==> src/cacheGeomPkg.sv <==
package cacheGeomPkg;

  // address split: tag | index | offset
  localparam int addrWidth = 32;
  localparam int wordWidth = 64;
  localparam int lineBytes = 32;
  localparam int numSets = 64;
  localparam int numWays = 2;
  localparam int indexBits = 6;
  localparam int offsetBits = 5;
  localparam int tagBits = addrWidth - indexBits - offsetBits;

  // doublewords per line and the offset bits that pick one
  localparam int wordsPerLine = (lineBytes * 8) / wordWidth;
  localparam int wordSelBits = $clog2(wordsPerLine);

  // miss sequence runs writeBack only for a dirty victim
  typedef enum logic [2:0] {
    idle,
    compare,
    writeBack,
    refillReq,
    refillData,
    install
  } ctrlState_t;

  // one line seen as doublewords for loads and bursts,
  // or as bytes for the masked store merge
  typedef union packed {
    logic [wordsPerLine-1:0][wordWidth-1:0] words;
    logic [lineBytes-1:0][7:0] bytes;
  } cacheLine_u;

endpackage

==> src/memBusPkg.sv <==
package memBusPkg;

  // one doubleword per beat
  localparam int busWidth = 64;

  // a full line moves as one burst
  localparam int burstLen = 4;

  // counts beats within a burst
  localparam int beatCntBits = $clog2(burstLen);

endpackage

==> src/refillBuffer.sv <==
module refillBuffer
  import cacheGeomPkg::*;
  import memBusPkg::*;
(
  input  logic                clk,
  input  logic                rst_n,
  input  logic                fillStart_i,
  input  logic [busWidth-1:0] memRdData_i,
  input  logic                memRdDataValid_i,
  input  logic                memRdLast_i,
  input  logic                wbLoad_i,
  input  cacheLine_u          victimLine_i,
  input  logic                wbAdvance_i,
  output cacheLine_u          fillLine_o,
  output logic                fillDone_o,
  output logic [busWidth-1:0] memWrData_o
);

  logic [beatCntBits-1:0] fillCnt;
  logic                   fillDone;
  cacheLine_u             fillLine;
  cacheLine_u             wbLine;

  // refill beat position, restarted for every refill
  always_ff @(posedge clk or negedge rst_n) begin
    if (!rst_n) begin
      fillCnt  <= '0;
      fillDone <= 1'b0;
    end else begin
      fillDone <= memRdDataValid_i && memRdLast_i;
      if (fillStart_i) begin
        fillCnt <= '0;
      end else if (memRdDataValid_i) begin
        fillCnt <= fillCnt + 1'b1;
      end
    end
  end

  // beats arrive in ascending address order
  always_ff @(posedge clk) begin
    if (memRdDataValid_i) begin
      fillLine.words[fillCnt] <= memRdData_i;
    end
  end

  // victim shifts down one doubleword per accepted write beat
  always_ff @(posedge clk) begin
    if (wbLoad_i) begin
      wbLine <= victimLine_i;
    end else if (wbAdvance_i) begin
      wbLine <= wbLine >> busWidth;
    end
  end

  assign fillLine_o  = fillLine;
  assign fillDone_o  = fillDone;
  assign memWrData_o = wbLine.words[0];

endmodule

==> config.mk <==
export PLATFORM = sky130hd
export DESIGN_NAME = refillBuffer
export DESIGN_NICKNAME = d
export VERILOG_FILES = /design/src/cacheGeomPkg.sv /design/src/memBusPkg.sv /design/src/refillBuffer.sv
export SDC_FILE = /design/constraint.sdc
export NUM_CORES = 1
export LEC_CHECK = 0
export ABC_AREA = 1
export BUFFER_PORTS_ARGS = -buffer_cell sky130_fd_sc_hd__buf_2
export CAP_MARGIN = 20
export CORE_MARGIN = 2
export CORE_UTILIZATION = 26
export DETAILED_ROUTE_END_ITERATION = 12
export SYNTH_ARGS = -nofsm -noshare
export SYNTH_HDL_FRONTEND = slang
export SYNTH_SLANG_ARGS = --single-unit
==> constraint.sdc <==
create_clock -name clk -period 2.3 [get_ports clk]
set_input_delay 0.115 -clock clk [delete_from_list [all_inputs] [get_ports clk]]
set_output_delay 0.115 -clock clk [all_outputs]
set_load 0.02 [all_outputs]
==> results.md, run 1 <==
- Worst r2r src: fillCnt[0]
- Lkg Pwr: 12.5 nW
- Post-route total power: 0.0226 W
- Max IR drop VDD: ~650 uV
- Vias per cell: 4.20
- Gr usage total: 14.7%
- Htree depth: 2
- Status: finished, final reports clean
- R2r endpoint: fillCnt[0]
- Wire per inst: 18.0 microns
- Max_slew headroom: 42.7%
- Clock Skews: 0.0188 ns
- Clk pin slew, worst setup/hold paths: 0.06 ns
- Routed wire length: 59700 microns
- Layout fillers: 6729
- Worst setup SP type: register
- Gr ovfl total: 0
- Worst-path cell with the longest stage delay: dlygate4sd3_1
- Clk Latency, worst-skew pair: just under 0.6 ns
- Post-synth cell types: 14
- Worst Setup End Kind: register
- Final RePlAce weighted congestion: approximately 0.8
- Clk root buf: clkbuf_16
- Pre-antenna DRT Iters: 5
- Avg Cell Area, Syn: between 10 and 15 sq um
- Setup_tns: 0 ns
- Die Height: roughly 280 microns
- Max Fclk: 549 MHz
- Drt drc: 0
- Initial DRC count: 1108
- Vias in the first global route: 14600
- Mapped Nets: between 1500 and 2000
- Hold Fails Final Rpt: 0
- IO Count: 648
- Footprint of the multi-input gates: 2510 sq um
- Initial antenna violation count: 12
- I/O Buffers: 647
- First-pass GRT wire length: 84100 microns
- # setup viols final: 0
- Area grow syn2layout: 47.7%
- Slew @ Worst Pin: approximately 0.86 ns
- Post-synthesis sequential area ratio: 80.6%
- Critical path's top delay family: buffers and inverters
- Vias: 14000
- R2R cell count: 5
- Post-layout min period: 1.82 ns
- Crit path max fanout: 5
- Data arrival, critical path: between 2 and 2.5 ns
- Reg2Reg Setup Slack: 0.48 ns
- Starting Density: 26.3%
- Pwr Density: about 800 nW/um^2
- Crit-path cells: nand2_1 -> nand2_1 -> dlygate4sd3_1 -> nor2_1 -> dlygate4sd3_1
- Row cnt: 99
- Clock sinks: 515
- PostCTS Resize Cnt: 0
- Max cap viols: 0
- Layout cell share with drive strength beyond 1: between 30 and 40%
- WP data required: 2.83 ns
- Reg area: 15400 sq um
- CTS tree: built
- Hold Crit Depth: 3
- Buf+Inv Stages, Crit Path: 2
- TritonCTS Buffers: 55
- Gate Count Post-Synth: 1361
- #FFs+latches synth: 515
- Final nets: 2645
- Synthesized area: 19200 sq um
- Most frequent cells in the layout: nand2_1, buf_2, edfxtp_1, dlygate4sd3_1, inv_1
- Final cell area excluding filler cells: 28300 sq um
- Hold WC Path Type: in2reg
- Yosys warning count: 0
- Die width: 275 microns
- Fin. max-slew vios: 0
- Post-DP Area: 23100 sq um
- Worst hold endpoint: wbLine[25]
- RSZ-0062 raised after global routing: false
- WP depth: 5
- Hold Crit Start: wbLoad_i
- Period utilisation layout: around four fifths
- Die ar.: 75900 sq um
- Hpwl dp: 39900 microns
- Largest net degree at the start of global routing: 145
- Post-route ant nets: 0
- Most common cell after layout, fill and taps aside: nand2_1
- Longest Clk Path Bufs: 3
- Critical path type: reg2reg
- Post-layout util: 38.8%
- Core box area: 73000 sq um
- Max stage delay on crit path: 0.57 ns
[sequential cells by signal, summed over array words and instances, names as in the netlist]
signal and flops:
fillDone_o 1, wbLine 256, fillCnt 2, fillLine_o 256
[cells by family after synthesis]
group / Yosys count / synth area share [%]
buffers and inverters: 188 / 6.26
DFF: 515 / 80.6
and+or+nand+nor: 654 / 12.8
adders and majority gates: 4 / 0.261
[layer usage]
layer  up-vias  global-route usage, %  wire length (microns)
met3       178                   3.21                   3450
met5         -                      0                     81
met2       626                   24.5                  29700
met4        12                   6.44                   2450
li1       6395                      -                      -
met1      6761                   18.3                  24000
[Yosys cell counts (all sizes together)]
library cell  instances  area share [%]
inv                  73             1.4
edfxtp              512              80
nand2               649              13
clkbuf                4            0.12
nand3                 1           0.026
or2                   1           0.033
nor2                  3           0.059
ha                    4            0.26
buf                 111             4.7
dfrtp                 3            0.39
[cell type report]
type / instances / share of cell area [%]
well taps: 959 / 4.24
clock inverters: 34 / 1.26
repair buffers: 1011 / 24.7
diodes: 6 / 0.0531
multi-input cells: 658 / 8.87
inverters: 73 / 1.03
clock buffers: 67 / 5.27
flip-flops and latches: 515 / 54.6
[worst register-to-register path, delay by kind of cell, from the launching register on]
family | cells | cell delay, ns
buffers and inverters | 2 | 1.12
flip-flops | 1 | 0.42
AND/OR/NAND/NOR | 3 | 0.22
[through the flow]
step	std cells	hold slack, ns	setup WS, ns
6_report	3323	0.0490	0.480
5_1_grt	3321	0.0419	0.377
4_1_cts	3317	0.000624	0.546
3_5_place_dp	2879	-0.0679	0.558
3_3_place_gp	2879	-0.0729	0.537
2_1_floorplan	1361	-0.181	-0.344
[worst max-delay path by stage]
stage / start / end / slack [ns]
final: fillCnt[0] / fillCnt[0] / 0.48
after detailed placement: fillCnt[0] / fillLine_o[3] / 0.56
after global placement: fillCnt[0] / fillLine_o[3] / 0.54
after global routing: fillCnt[0] / fillCnt[0] / 0.38
after CTS: fillCnt[0] / fillCnt[0] / 0.55
after floorplan: wbLoad_i / wbLine[0] / -0.34
[timing repair]
item / in CTS / in global routing
hold buffers: 337 / 0
endpoints found under the hold margin: 518 / 0
buffers inserted: 0 / 0
[where the power goes]
| part | switching, W | total, W | internal (W) | leakage [nW] |
|---|---|---|---|---|
| clock | 0.00376 | 0.00897 | 0.00521 | 0.909 |
| sequential | 0.000187 | 0.0113 | 0.0111 | 5.08 |
| combinational | 0.00136 | 0.00233 | 0.000974 | 6.55 |
(Power assumes the default switching activity.)
==> run 2: changes to the inputs <==
clock period = 1.85 ns   (was 2.3 ns; I/O delays follow)
==> run 2 against run 1 <==
Against the previous run: clock skew is 0.0022 ns higher; count of clock-buffer cells in the layout stayed put; combinational power increased by 23%; first-iteration DRC count fell by 6.4%; via count increased by 0.21%; total power up 22%; flip-flop and latch count unchanged; cell area shrank 0.47%; sequential power is 24% higher.
==> results.md, run 2 (same netlist as run 1, synthesis figures left out) <==
- WP data required: 2.34 ns
- Starting Density: about a quarter
- Slew @ Worst Pin: about 0.6 ns
- Buf+Inv Stages, Crit Path: 4
- DR WL met2: just under 30000 microns
- Gate power share: 10.4%
- Row cnt: 99
- Data arrival, critical path: between 2 and 2.5 ns
- Post-DP Area: about 23000 sq um
- Cell mode on critical path: dlygate4sd3_1
- Most common cell after layout, fill and taps aside: buf_2
- DR top layer: met5
- Max IR drop VDD: 784 uV
- Vias: 14000
- Period utilisation layout: 90.0%
- Metal3 WL: 3400 microns
- Pre-antenna DRT Iters: 5
- Die Height: 275 microns
- Pre-CTS worst setup slack: 0.280 ns
- Crit-path cells: dlygate4sd3_1 -> buf_2 -> nor2_1 -> dlygate4sd3_1 -> nand2_1 -> nand2_1 -> dlygate4sd3_1
- Final nets: about 2600
- Die width: roughly 280 microns
- Die ar.: 75900 sq um
- Final RePlAce weighted congestion: roughly 0.83
- Routed wire length: 58800 microns
- Internal cell power: between 0.02 and 0.025 W
- Hold Fails Final Rpt: 0
- Clk root buf: clkbuf_16
- Core box area: 73000 sq um
- I/O Buffers: 647
- Lkg Pwr: 12.5 nW
- Initial antenna violation count: 11
- Crit path max fanout: 9
- Most frequent cells in the layout: buf_2, nand2_1, edfxtp_1, dlygate4sd3_1, inv_1
- IO Count: between 600 and 700
- # setup viols final: 0
- Worst setup SP type: primary input
- Max_slew headroom: between 50 and 60%
- Layout cell share with drive strength beyond 1: 32.5%
- Vias in the first global route: approximately 15000
- Post-layout min period: 1.66 ns
- Fin worst setup slack: around 0.19 ns
- Htree depth: 2
- Wire per inst: 17.8 microns
- Gr usage total: 14.5%
- Critical path's top delay family: buffers and inverters
- RSZ-0062 raised after global routing: false
- Area grow syn2layout: 47.0%
- Critical path type: in2reg
- Worst Setup End Kind: register
- Initial DRC count: 1037
- Max cap viols: 0
- Gr ovfl total: 0
- Clock power share: 38.6%
- Pwr Density: 976 nW/um^2
- Setup bufs post-CTS: 0
- Longest Clk Path Bufs: 3
- Max stage delay on crit path: 0.56 ns
- Fin. max-slew vios: 0
- Hold WC Path Type: in2reg
- Max Fclk: 601 MHz
- Switching Fraction: 23.6%
- Metal1 wirelength: 23500 microns
- Largest net degree at the start of global routing: 109
- Final cell area excluding filler cells: 28200 sq um
- Status: finished, final reports clean
- Drt drc: 0
- Layout fillers: 6731
- Clk pin slew, worst setup/hold paths: around 0.060 ns
- Clock sinks: 515
- Reg power frac: 51.0%
- Hpwl dp: 39600 microns
- Vias per cell: 4.23
- PostCTS Resize Cnt: 0
- Worst-path cell with the longest stage delay: dlygate4sd3_1
- Post-route ant nets: 0
- Clk Latency, worst-skew pair: 0.61 ns
- First-pass GRT wire length: 83500 microns
- Clock Skews: 0.0210 ns
- Switch Pwr: 0.00648 W
- TritonCTS Buffers: 55
- CTS tree: built
## run 2: cell types whose count changed in the layout (fill, tap and decap cells not counted), sizes merged
cell,delta
diode,-2
buf,+2
clkinv,-1
bufinv,-1
dlygate4sd3,-7
## run 2: routing by layer
layer	vias to the layer above	global-route usage, %
li1	6389	-
met1	6843	17.7
met2	583	24.3
met3	177	3.30
met4	10	6.90
met5	-	0
## run 2: final cells by class
type                            instances  area (sq um)  share of cell area [%]
Antenna cell                            4          10.0                  0.0355
Clock buffer                           67          1420                    5.05
Clock inverter                         32           293                    1.04
Inverter                               73           294                    1.04
Multi-Input combinational cell        658          2530                    8.99
Sequential cell                       515         15400                    54.9
Tap cell                              959          1200                    4.26
Timing Repair Buffer                 1006          6970                    24.7
## run 2: repair_timing
| action | 4_1_cts | 5_1_grt |
|---|---|---|
| hold endpoints to repair | 523 | 0 |
| hold buffers | 330 | 0 |
| endpoints found under the setup margin | 0 | 0 |
## run 2: tightest hold or removal path, stage by stage
cell	delay [ns]
clkbuf_8	0.18
inv_6	0.13
nand2_1	0.09
nand2_1	0.04
## run 2: worst paths after layout
path | start | to | slack (ns) | cells past startpoint
worst max register to register | fillCnt[0] | fillCnt[1] | 0.26 | 5
max in group asynchronous | rst_n | fillCnt[1] | 1.26 | 3
worst min-delay path | wbLoad_i | wbLine[86] | 0.13 | 4
min in group asynchronous | rst_n | fillDone_o | 0.41 | 3
worst min register to register | wbLine[240] | wbLine[176] | 0.49 | 2
worst max-delay path | memRdDataValid_i | fillCnt[1] | 0.19 | 7
## run 2: power groups by stage
stage	logic (W)	clock network [W]	registers (W)
6_report	0.00287	0.0106	0.0140
5_1_grt	0.00310	0.0114	0.0141
4_1_cts	0.00285	0.0109	0.0140
3_5_place_dp	0.00229	0	0.0143
3_3_place_gp	0.00224	0	0.0142
2_1_floorplan	0.00113	0	0.0144
## run 2: stage by stage
stage	TNS, ns	hold slack, ns	total power, W	util [%]	instances
floorplan	-232.27	-0.203	0.0156	-	1361
global placement	0	-0.0914	0.0165	31.7	2881
finish	0	0.130	0.0275	38.6	3314
global route	0	0.115	0.0286	38.6	3312
detailed placement	0	-0.0881	0.0165	31.7	2881
CTS	0	0.0913	0.0278	38.6	3310
==> run 3: changes to the inputs <==
CELL_PAD_IN_SITES_DETAIL_PLACEMENT = 2   (was unset)
CELL_PAD_IN_SITES_GLOBAL_PLACEMENT = 2   (was unset)
PLACE_DENSITY_LB_ADDON = 0.1   (was unset)
==> run 3 against run 2 <==
Against the previous run: fmax fell by 2.0%; register-to-register slack about the same; critical endpoint unchanged; wire length increased by 14%; critical path type unchanged; count of clock-buffer cells in the layout increased by 4.
==> results.md, run 3 (same netlist as run 1, synthesis figures left out) <==
- Vias per cell: 4.09
- WP data required: about 2.4 ns
- First-pass GRT wire length: 96500 microns
- RSZ-0062 raised after global routing: false
- Pre-antenna DRT Iters: 4
- CTS tree: built
- Die Height: 275 microns
- Longest Clk Path Bufs: 3
- Status: finished, final reports clean
- R2R cell count: 5
- Worst Setup End Kind: register
- Gr ovfl total: 0
- Hold Fails Final Rpt: 0
- Row cnt: 99
- Worst hold endpoint: wbLine[136]
- Layout cell share with drive strength beyond 1: 32.5%
- Lkg Pwr: 12.5 nW
- Fin worst setup slack: 0.152 ns
- Hold Crit Depth: 4
- Critical path type: in2reg
- Clock sinks: approximately 520
- Pre-CTS worst setup slack: 0.324 ns
- Htree depth: 2
- Starting Density: 26.3%
- Cell mode on critical path: dlygate4sd3_1
- Post-route total power: 0.0287 W
- Most common cell after layout, fill and taps aside: buf_2
- # setup viols final: 0
- Final cell area excluding filler cells: 28400 sq um
- TritonCTS Buffers: 59
- Clk pin slew, worst setup/hold paths: approximately 0.060 ns
- Max stage delay on crit path: 0.57 ns
- Wire per inst: 20.1 microns
- Hold Crit Start: wbLoad_i
- Gr usage total: 17.1%
- Worst hold slack: about 0.044 ns
- Final RePlAce weighted congestion: 0.784
- Largest net degree at the start of global routing: 153
- Max Fclk: 589 MHz
- Post-DP Area: 23100 sq um
- Area grow syn2layout: 48.0%
- PostCTS Resize Cnt: 0
- R2r endpoint: fillCnt[1]
- Hpwl dp: 46100 microns
- Core box area: 73000 sq um
- IO Count: 648
- Vias: 13600
- Setup bufs post-CTS: 0
- Vias in the first global route: approximately 15000
- Worst setup SP type: primary input
- Most frequent cells in the layout: buf_2, nand2_1, edfxtp_1, dlygate4sd3_1, inv_1
- Routed wire length: 66900 microns
- Worst-path cell with the longest stage delay: dlygate4sd3_1
- Final nets: ~2600
- Period utilisation layout: 91.8%
- Max_slew headroom: 48.2%
- Data arrival, critical path: 2.21 ns
- Die ar.: 75900 sq um
- Clock Skews: 0.0310 ns
- Slew @ Worst Pin: around 0.8 ns
- Worst r2r src: fillCnt[0]
- Max IR drop VDD: just over 700 uV
- Setup crit start: memRdDataValid_i
- Fin. max-slew vios: 0
- Crit-path cells: dlygate4sd3_1 -> buf_2 -> nor2_1 -> dlygate4sd3_1 -> nand2_1 -> nand2_1 -> dlygate4sd3_1
- Pwr Density: 1010 nW/um^2
- Clk root buf: clkbuf_16
- Max cap viols: 0
- Layout fillers: 7590
- I/O Buffers: between 600 and 700
- Post-layout util: 38.9%
- Initial DRC count: just over 600
- Post-route ant nets: 0
- Drt drc: 0
- Clk Latency, worst-skew pair: 0.63 ns
- Die width: 275 microns
- Hold WC Path Type: in2reg
- Reg2Reg Setup Slack: ~0.26 ns
- Initial antenna violation count: 16
- Crit path max fanout: 9
- Post-layout min period: 1.70 ns
## run 3: changes by cell type in the layout (fill, tap and decap cells not counted), sizes merged
| cell | change |
|---|---|
| buf | -8 |
| clkbuf | +4 |
| dlygate4sd3 | +1 |
| clkinvlp | +2 |
| inv | -3 |
| diode | +6 |
| bufinv | +4 |
| clkinv | -1 |
## run 3: worst max path at each step
| stage | endpoint | cells after the start |
|---|---|---|
| 2_1_floorplan | wbLine[0] | 3 |
| 3_3_place_gp | fillLine_o[129] | 5 |
| 3_5_place_dp | fillLine_o[109] | 5 |
| 5_1_grt | fillCnt[1] | 7 |
| 6_report | fillCnt[1] | 7 |
| 4_1_cts | fillCnt[1] | 7 |
## run 3: critical path, delay by kind of cell
family / cells / cell delay [ns]
buf+inv: 4 / 1.90
simple gates: 3 / 0.20
## run 3: metal layers
| layer | share of wire (%) | vias up | global-route usage, % | wire [microns] |
|---|---|---|---|---|
| met4 | 4.5 | 14 | 7.23 | 2980 |
| met1 | 39 | 6636 | 19.8 | 25900 |
| met5 | 0.12 | - | 0 | 77 |
| met2 | 52 | 384 | 30.2 | 34500 |
| li1 | - | 6380 | - | - |
| met3 | 5.1 | 153 | 3.81 | 3410 |
## run 3: area by class of cell
class,instances,area (sq um),share of cell area (%)
sequential,515,15400,54.5
multi-input combinational,658,2530,8.93
clock inverter,34,418,1.47
inverter,73,294,1.04
tap,959,1200,4.23
timing repair buffer,999,6920,24.4
antenna,10,25.0,0.0882
clock buffer,71,1520,5.37
## run 3: repair_timing
action | CTS | global route
endpoints found under the setup margin | 0 | 0
hold buffers | 331 | 0
hold endpoints to repair | 521 | 0
## run 3: metrics by stage
step	setup TNS [ns]	instances
after global routing	0	3318
after floorplan	-232.27	1361
final	0	3319
after detailed placement	0	2873
after CTS	0	3309
after global placement	0	2873
## run 3: report_power, final
part           total, W  switching, W  internal [W]
sequential       0.0140      0.000223        0.0138
combinational   0.00290       0.00169       0.00120
clock            0.0118       0.00487       0.00696
